[config.mk]
export PLATFORM = sky130hd
export DESIGN_NAME = out_fifo
export DESIGN_NICKNAME = d
export VERILOG_FILES = /design/src/source/out_fifo_pkg.sv /design/src/source/sram_word_writer.sv /design/src/source/sram_ring_ctrl.sv /design/src/source/usb_byte_reader.sv /design/src/source/fifo_conf_regs.sv /design/src/source/out_fifo.sv
export SDC_FILE = /design/constraint.sdc
export NUM_CORES = 1
export LEC_CHECK = 0
export ABC_AREA = 1
export BUFFER_PORTS_ARGS = -buffer_cell sky130_fd_sc_hd__buf_4
export CAP_MARGIN = 20
export CORE_UTILIZATION = 61
export DETAILED_ROUTE_END_ITERATION = 12
export PLACE_DENSITY_LB_ADDON = 0.25
export SYNTH_ARGS = -nofsm -noshare
export SYNTH_HDL_FRONTEND = slang
export SYNTH_SLANG_ARGS = --single-unit
[constraint.sdc]
create_clock -name BUS_CLK -period 7.4 [get_ports BUS_CLK]
set_input_delay 0.37 -clock BUS_CLK [delete_from_list [all_inputs] [get_ports BUS_CLK]]
set_output_delay 0.37 -clock BUS_CLK [all_outputs]
set_load 0.03 [all_outputs]
[src/source/out_fifo_pkg.sv]
package out_fifo_pkg;

    localparam int sram_addr_w = 20;
    localparam int half_w      = 16;
    localparam int level_w     = sram_addr_w + 1;   // one spare bit to count a full ring

    // port of the external SRAM, strobes active low
    typedef struct packed {
        logic [sram_addr_w-1:0] addr;
        logic [half_w-1:0]      wdata;
        logic                   we_b;
        logic                   oe_b;
    } sram_req_t;

    // writer to ring controller
    typedef struct packed {
        logic              req;
        logic [half_w-1:0] data;
    } wr_req_t;

    typedef enum logic [1:0] {
        try_read  = 2'd3,
        read_sram = 2'd0,
        hold      = 2'd2
    } read_state_e;

    typedef enum logic [15:0] {
        reg_soft_rst   = 16'd0,
        reg_size_0     = 16'd1,
        reg_size_1     = 16'd2,
        reg_size_2     = 16'd3,
        reg_read_error = 16'd4
    } bus_reg_e;

endpackage

[src/source/sram_word_writer.sv]
`timescale 1ns/1ps

module sram_word_writer (
    input  logic                  BUS_CLK,
    input  logic                  RST,
    input  logic                  fifo_empty_in,
    input  logic [31:0]           fifo_data,
    input  logic                  full,
    input  logic                  wr_grant,
    output out_fifo_pkg::wr_req_t wr_req,
    output logic                  fifo_read_next
);

    logic lower_half;   // low while the upper half of fifo_data is next

    always_ff @(posedge BUS_CLK) begin
        if (RST)
            lower_half <= 1'b0;
        else if (wr_grant)
            lower_half <= ~lower_half;
    end

    // request while upstream has a word and the ring has room
    always_comb begin
        wr_req.req = !fifo_empty_in && !full;
        if (lower_half)
            wr_req.data = fifo_data[15:0];
        else
            wr_req.data = fifo_data[31:16];
    end

    // word is done once its lower half is in the SRAM
    assign fifo_read_next = wr_grant && lower_half;

    // upstream is only popped when it really offers a word
    assert property (@(posedge BUS_CLK) disable iff (RST)
        fifo_read_next |-> !fifo_empty_in)
        else $error("fifo_read_next asserted while upstream is empty");

    // once the upper half is written the word has to stay put until its lower half goes
    assert property (@(posedge BUS_CLK) disable iff (RST)
        (wr_grant && !lower_half) |=> !fifo_empty_in)
        else $error("upstream went empty between the halves of a word");

endmodule

[src/source/sram_ring_ctrl.sv]
`timescale 1ns/1ps

module sram_ring_ctrl #(
    parameter int DEPTH = 2**20
) (
    input  logic                             BUS_CLK,
    input  logic                             RST,
    input  out_fifo_pkg::wr_req_t            wr_req,
    input  logic                             rd_req,
    input  logic                             holding,
    output logic                             wr_grant,
    output out_fifo_pkg::sram_req_t          sram_req,
    output logic                             full,
    output logic                             empty,
    output logic [out_fifo_pkg::level_w-1:0] fifo_level
);

    localparam int aw = out_fifo_pkg::sram_addr_w;
    localparam int lw = out_fifo_pkg::level_w;

    if (DEPTH < 4 || DEPTH % 2 != 0 || DEPTH > 2**aw) begin : g_depth_check
        $error("DEPTH must be even, at least 4 and within the SRAM address range");
    end

    logic [aw-1:0] rd_ptr;
    logic [aw-1:0] wr_ptr;
    logic [aw-1:0] rd_ptr_next;
    logic [aw-1:0] wr_ptr_next;
    logic [lw-1:0] count;   // halves sitting in the SRAM

    // =========================================================================
    // pointers and fill count
    // =========================================================================

    assign rd_ptr_next = (rd_ptr == aw'(DEPTH - 1)) ? '0 : rd_ptr + 1'b1;
    assign wr_ptr_next = (wr_ptr == aw'(DEPTH - 1)) ? '0 : wr_ptr + 1'b1;

    always_ff @(posedge BUS_CLK) begin
        if (RST) begin
            rd_ptr <= '0;
            wr_ptr <= '0;
            count  <= '0;
        end else begin
            if (rd_req)
                rd_ptr <= rd_ptr_next;
            if (wr_grant) begin
                wr_ptr <= wr_ptr_next;
                count  <= count + 1'b1;
            end else if (rd_req) begin
                count  <= count - 1'b1;
            end
        end
    end

    assign empty      = (count == '0);
    assign full       = (count == lw'(DEPTH));
    assign fifo_level = count + lw'(holding);   // the half in the reader still counts

    // =========================================================================
    // single SRAM port, a read always wins
    // =========================================================================

    assign wr_grant = wr_req.req && !rd_req;

    always_comb begin
        sram_req.addr  = rd_req ? rd_ptr : wr_ptr;
        sram_req.wdata = wr_req.data;
        sram_req.we_b  = !wr_grant;
        sram_req.oe_b  = !rd_req;
    end

    assert property (@(posedge BUS_CLK) disable iff (RST) wr_grant |-> !full)
        else $error("write granted into a full ring");

    assert property (@(posedge BUS_CLK) disable iff (RST) rd_req |-> !empty)
        else $error("read pointer pushed past the write pointer");

    // pointers meet only when the ring is completely empty or completely full
    assert property (@(posedge BUS_CLK) disable iff (RST)
        (full || empty) |-> (wr_ptr == rd_ptr))
        else $error("ring pointers out of step with the fill count");

endmodule

[src/source/usb_byte_reader.sv]
`timescale 1ns/1ps

module usb_byte_reader (
    input  logic                            BUS_CLK,
    input  logic                            RST,
    input  logic                            usb_read,
    input  logic                            empty,
    input  logic [out_fifo_pkg::half_w-1:0] sram_rdata,
    output logic                            rd_req,
    output logic                            holding,
    output logic [7:0]                      usb_data,
    output logic [7:0]                      read_error
);

    out_fifo_pkg::read_state_e state;
    out_fifo_pkg::read_state_e state_next;

    logic [out_fifo_pkg::half_w-1:0] half_q;   // prefetched half
    logic                            lower_byte;

    // =========================================================================
    // read FSM
    // =========================================================================

    always_ff @(posedge BUS_CLK) begin
        if (RST)
            state <= out_fifo_pkg::try_read;
        else
            state <= state_next;
    end

    always_comb begin
        state_next = state;
        case (state)
            out_fifo_pkg::try_read:
                if (!empty)
                    state_next = out_fifo_pkg::read_sram;
            out_fifo_pkg::read_sram:
                state_next = out_fifo_pkg::hold;
            out_fifo_pkg::hold:
                if (usb_read && lower_byte)   // lower byte taken, half released
                    state_next = empty ? out_fifo_pkg::try_read : out_fifo_pkg::read_sram;
            default:
                state_next = out_fifo_pkg::try_read;
        endcase
    end

    assign rd_req  = (state == out_fifo_pkg::read_sram);
    assign holding = (state == out_fifo_pkg::hold);

    // =========================================================================
    // holding register and byte select
    // =========================================================================

    always_ff @(posedge BUS_CLK) begin
        if (rd_req)
            half_q <= sram_rdata;
    end

    always_ff @(posedge BUS_CLK) begin
        if (RST)
            lower_byte <= 1'b0;
        else if (rd_req)
            lower_byte <= 1'b0;   // a new half starts with its upper byte
        else if (usb_read && holding)
            lower_byte <= ~lower_byte;
    end

    assign usb_data = lower_byte ? half_q[7:0] : half_q[15:8];

    // host reads with nothing to give, saturates
    always_ff @(posedge BUS_CLK) begin
        if (RST)
            read_error <= '0;
        else if (usb_read && empty && !holding && read_error != 8'hff)
            read_error <= read_error + 1'b1;
    end

endmodule

[src/source/fifo_conf_regs.sv]
`timescale 1ns/1ps

module fifo_conf_regs (
    input  logic                             BUS_CLK,
    input  logic                             RST,
    input  logic [15:0]                      bus_add,
    input  logic [7:0]                       bus_data_in,
    input  logic                             bus_wr,
    input  logic                             bus_rd,
    input  logic [out_fifo_pkg::level_w-1:0] fifo_level,
    input  logic [7:0]                       read_error,
    output logic [7:0]                       bus_data_out,
    output logic                             soft_rst
);

    // any write to address 0 clears the FIFO whatever the data byte
    assign soft_rst = bus_wr && (bus_add == out_fifo_pkg::reg_soft_rst);

    always_comb begin
        bus_data_out = 8'h00;   // unmapped addresses read as zero
        case (bus_add)
            out_fifo_pkg::reg_size_0:
                bus_data_out = fifo_level[7:0];
            out_fifo_pkg::reg_size_1:
                bus_data_out = fifo_level[15:8];
            out_fifo_pkg::reg_size_2:
                bus_data_out = 8'(fifo_level[out_fifo_pkg::level_w-1:16]);
            out_fifo_pkg::reg_read_error:
                bus_data_out = read_error;
            default:
                bus_data_out = 8'h00;
        endcase
    end

    // bus master issues either a read or a write per cycle
    assert property (@(posedge BUS_CLK) disable iff (RST) !(bus_wr && bus_rd))
        else $error("bus read and write in the same cycle");

    assert property (@(posedge BUS_CLK) disable iff (RST)
        bus_wr |-> !$isunknown({bus_add, bus_data_in}))
        else $error("bus write with unknown address or data");

endmodule

[src/source/out_fifo.sv]
`timescale 1ns/1ps

module out_fifo #(
    parameter int DEPTH = 2**20
) (
    input  logic                            BUS_CLK,
    input  logic                            RST,
    input  logic [15:0]                     bus_add,
    input  logic [7:0]                      bus_data_in,
    input  logic                            bus_rd,
    input  logic                            bus_wr,
    output logic [7:0]                      bus_data_out,
    output out_fifo_pkg::sram_req_t         sram_req,
    input  logic [out_fifo_pkg::half_w-1:0] sram_rdata,
    input  logic                            usb_read,
    output logic [7:0]                      usb_data,
    input  logic                            fifo_empty_in,
    input  logic [31:0]                     fifo_data,
    output logic                            fifo_read_next,
    output logic                            fifo_not_empty,
    output logic                            fifo_read_error
);

    logic                             soft_rst;
    logic                             fifo_rst;
    out_fifo_pkg::wr_req_t            wr_req;
    logic                             wr_grant;
    logic                             full;
    logic                             empty;
    logic                             rd_req;
    logic                             holding;
    logic [out_fifo_pkg::level_w-1:0] fifo_level;
    logic [7:0]                       read_error;

    assign fifo_rst = RST | soft_rst;

    // SRAM byte lanes and chip select stay enabled, only we_b and oe_b toggle

    sram_word_writer u_writer (
        .BUS_CLK        (BUS_CLK),
        .RST            (fifo_rst),
        .fifo_empty_in  (fifo_empty_in),
        .fifo_data      (fifo_data),
        .full           (full),
        .wr_grant       (wr_grant),
        .wr_req         (wr_req),
        .fifo_read_next (fifo_read_next)
    );

    sram_ring_ctrl #(
        .DEPTH (DEPTH)
    ) u_ring (
        .BUS_CLK    (BUS_CLK),
        .RST        (fifo_rst),
        .wr_req     (wr_req),
        .rd_req     (rd_req),
        .holding    (holding),
        .wr_grant   (wr_grant),
        .sram_req   (sram_req),
        .full       (full),
        .empty      (empty),
        .fifo_level (fifo_level)
    );

    usb_byte_reader u_reader (
        .BUS_CLK    (BUS_CLK),
        .RST        (fifo_rst),
        .usb_read   (usb_read),
        .empty      (empty),
        .sram_rdata (sram_rdata),
        .rd_req     (rd_req),
        .holding    (holding),
        .usb_data   (usb_data),
        .read_error (read_error)
    );

    fifo_conf_regs u_regs (
        .BUS_CLK      (BUS_CLK),
        .RST          (RST),   // soft reset is generated here
        .bus_add      (bus_add),
        .bus_data_in  (bus_data_in),
        .bus_wr       (bus_wr),
        .bus_rd       (bus_rd),
        .fifo_level   (fifo_level),
        .read_error   (read_error),
        .bus_data_out (bus_data_out),
        .soft_rst     (soft_rst)
    );

    assign fifo_not_empty  = !empty;
    assign fifo_read_error = (read_error != 8'h00);

endmodule

==> summary.txt <==
GRT
  – Total congestion overflow: 0
  – First-pass GRT wire length: 28610 µm
  – GRT Overall Usage: 31.47%
  – Largest net degree at the start of global routing: 64
  – Vias in the first global route: 6394
  – Antenna violations before repair: 0

Place
  – GP Congestion: 0.9456
  – Port Buffer Count: 125
  – Worst slack at placement: 4.095 ns
  – Detailed placer's ending HPWL: 13010 µm

Yosys
  – Compound-Gate Fraction of Synth Area: 12.70%
  – Area share of fa/ha/maj cells after synthesis: 5.072%
  – Synthesized-area fraction occupied by and/or/nand/nor cells: 39.65%
  – Fraction of synthesized area in multiplexers: 0%
  – Total standard cell area after synthesis: 6561 µm²
  – XOR/XNOR share of the synthesized area: 4.272%
  – Mean area per synthesized cell: 6.389 µm²
  – Fraction of registers with async set or reset after synthesis: 0%
  – Number of distinct library cells after synthesis: 49
  – Portion of the post-synthesis area used by sequential elements: 29.60%
  – Number of enable-type register cells in the synthesized netlist: 16
  – Seq cells post-synth: 89
  – Number of instances in the synthesized netlist: 1027
  – Warning count from the yosys run: 0
  – Post-Syn Nets: 1131
  – Ys flop type: dfxtp_1
  – Largest family of logic cells by synthesized area: simple AND/OR/NAND/NOR gates

STA
  – Number of max-slew violations in the final report: 0
  – Accumulated negative setup slack: 0 ns
  – Transition at the pin with the smallest max-transition slack: 0.9145 ns
  – Clock period minus final worst setup slack: 3.403 ns
  – Final Hold Fails: 0
  – Headroom to the max-slew limit: 38.97%
  – Fmax: 293.9 MHz
  – Final cycle utilization of the critical path: 45.98%
  – Final Setup Violations: 0
  – Setup repair after global routing missed its margin: false
  – Final worst-path setup slack: 3.997 ns
  – Worst clock skew: 0.01566 ns

Critical path
  – Most frequent CP cell: nand2_1
  – Startpoint class of the critical path: flop
  – Worst endpoint data arrival time: 3.70 ns
  – Worst Path Required: 7.70 ns
  – Slowest cell delay on critical path: 0.67 ns
  – Critical path buffer and inverter count: 3
  – Worst Path Class, Setup: flop to flop
  – Critical path's slowest cell: ha_1
  – Ordered list of cells on the worst path: nor2_1 -> nand2_1 -> nor2_1 -> nand3_2 -> nand2_2 -> inv_1 -> nand2_2 -> ha_1 -> nand2_1 -> inv_1 -> nand2_1 -> nor3_1 -> o21ai_0 -> nand4_1 -> nand3_1 -> nand2_1 -> inv_1
  – Kind of end point of the critical path: flop
  – Crit-path max FO: 41
  – Cell class contributing the biggest share of worst-path delay: simple AND/OR/NAND/NOR gates

Hold path
  – Class of the tightest hold or removal check: input pin to flop

Die
  – Total Die Area: 11170 µm²
  – Number of top-level pins: 135
  – Core footprint: 10370 µm²
  – Std-Cell Rows: 37
  – Initial cell density of the core: 63.27%
  – Chip height: 105.7 µm
  – Die X-Extent: 105.7 µm

Power and ir drop
  – Clock power frac: 24.6%
  – Net switching power: 0.0005635 W
  – Sequential share of power: 40.9%
  – Leakage power: 3.504 nW
  – IR drop worst, VDD: 114.0 µV
  – Power density over the cells: 180.2 nW/µm²
  – Gate power share: 34.5%
  – P_int: 0.0008337 W
  – Switching Fraction: 40.33%

Route
  – Length of the first detailed-routing pass in iterations: 6
  – Mean number of vias per cell: 5.471
  – Via total after detailed routing: 7008
  – Remaining antenna violation count after routing: 0
  – Violation count after the first detailed-route iteration: 566
  – Wire length after detailed routing: 17220 µm
  – Drt drc: 0
  – Routed length per placed instance: 13.44 µm

Clocking
  – Number of sinks driven by the clock tree: 89
  – Clock slew at the register clock pins of the worst setup and hold paths: 0.11 ns
  – Clock root buffer master: clkbuf_8
  – Hold-fix buffer count after cts: 0
  – Post-CTS Setup Repair Bufs: 0
  – Maximum count of clock buffers along a single path: 2
  – Total of cells resized after clock tree synthesis: 0
  – Clock latency of the later-clocked register in the worst-skew pair: 0.38 ns
  – Number of buffers inserted during clock tree synthesis: 9
  – Deepest level of the CTS H-tree: 3
  – Clock tree from TritonCTS: done

Finish
  – Antenna Diode Count: 0
  – Net count of the finished layout: 1244
  – Post-synthesis to final-layout area growth: 18.17%
  – Fraction of layout cells with a size suffix above 1: 16.51%

Job
  – Maxcap violations: 0

Status
  – Outcome: finished, final reports clean
-- registers in the layout, summed over array words and instances (netlist names) --
name                 cells
u_ring.count            21
u_ring.rd_ptr           20
u_ring.wr_ptr           20
u_reader.half_q         16
u_reader.read_error      8
u_reader.state           2
u_reader.lower_byte      1
u_writer.lower_half      1
-- final timing paths --
path                                   startpoint                 end  slack (ns)  depth (start not counted)
worst min-delay path                sram_rdata[0]  u_reader.half_q[0]        0.16                          1
worst max-delay path             u_ring.count[16]    u_ring.count[19]        4.00                         17
worst max register to register   u_ring.count[16]    u_ring.count[19]        4.00                         17
worst min register to register  u_ring.wr_ptr[12]   u_ring.wr_ptr[12]        0.51                          2
-- synthesized netlist by cell type (6+ instances only) --
| library cell | count | area [µm²] |
|---|---|---|
| nand2_1 | 302 | 1134 |
| nor2_1 | 120 | 450.4 |
| inv_1 | 111 | 416.7 |
| dfxtp_1 | 73 | 1461 |
| a21oi_1 | 71 | 355.3 |
| nand3_1 | 66 | 330.3 |
| o21ai_0 | 55 | 275.3 |
| ha_1 | 25 | 312.8 |
| nand4_1 | 25 | 156.4 |
| xor2_1 | 21 | 183.9 |
| nor3_1 | 18 | 90.09 |
| edfxtp_1 | 16 | 480.5 |
| xnor2_1 | 11 | 96.34 |
| buf_2 | 9 | 45.04 |
| clkbuf_1 | 9 | 33.78 |
| nand2_2 | 7 | 43.79 |
| nor2_2 | 7 | 43.79 |
| nor2_4 | 7 | 78.83 |
| or2_2 | 7 | 43.79 |
| a31oi_1 | 6 | 37.54 |
| o21bai_1 | 6 | 45.04 |
-- cell families after synthesis --
family / count (synthesis)
AND/OR/NAND/NOR: 584
adder cells (fa/ha/maj): 26
XOR/XNOR: 32
AO/OA/AOI/OAI: 153
flip-flops: 89
buffers and inverters: 143
-- per-stage QoR --
step                      power [W]  hold slack [ns]  instances  util (%)  instance area, µm²
final                      0.001397           0.1630       1281     74.77                7754
after global routing       0.001480           0.1494       1281     74.77                7754
after CTS                  0.001392           0.1605       1281     74.77                7754
after detailed placement   0.001055           0.4963       1265     72.86                7556
after global placement     0.001042           0.4877       1265     72.86                7556
after floorplan           0.0009178           0.4689       1027         -                6561
-- layout make-up --
type | instances | area (µm²)
Fill cell | 873 | 2616
Inverter | 118 | 442.9
Clock buffer | 9 | 123.9
Clock inverter | 7 | 73.82
Sequential cell | 89 | 1942
Multi-Input combinational cell | 795 | 4048
Timing Repair Buffer | 127 | 953.4
Tap cell | 136 | 170.2
-- cells in the final DEF (no fill, tap or decap), types with 3 or more instances in the layout --
cell type	instances
nor3_2	4
nor2_2	7
nand3_1	66
nor2_4	7
a21oi_1	71
nand3b_1	3
nand2_2	7
xnor2_1	11
or2_2	7
nand3_2	3
o211ai_1	4
nor2_1	120
nand2_1	302
nor3_1	18
dfxtp_1	73
o21ai_0	55
a22oi_1	3
inv_8	3
buf_4	127
and3_1	3
edfxtp_1	16
o21bai_1	6
ha_1	25
inv_2	5
clkbuf_8	9
nand4_1	25
xor2_1	21
inv_1	111
nor3b_1	4
a31oi_1	6
-- power by group through the flow --
stage / Sequential, W / Clock [W] / Combinational [W]
floorplan: 0.000562 / 0 / 0.000355
global placement: 0.000579 / 0 / 0.000463
detailed placement: 0.000581 / 0 / 0.000475
CTS: 0.000569 / 0.000344 / 0.000478
global route: 0.000577 / 0.000362 / 0.000541
finish: 0.000572 / 0.000343 / 0.000482
-- layer usage --
| metal | routed length [µm] | global-route usage (%) |
|---|---|---|
| met5 | 0 | 0 |
| met4 | 366 | 10.91 |
| met3 | 1202 | 4.886 |
| met2 | 8170 | 53.55 |
| met1 | 7479 | 40.40 |
Note: power is estimated with default switching activity, not from simulation.
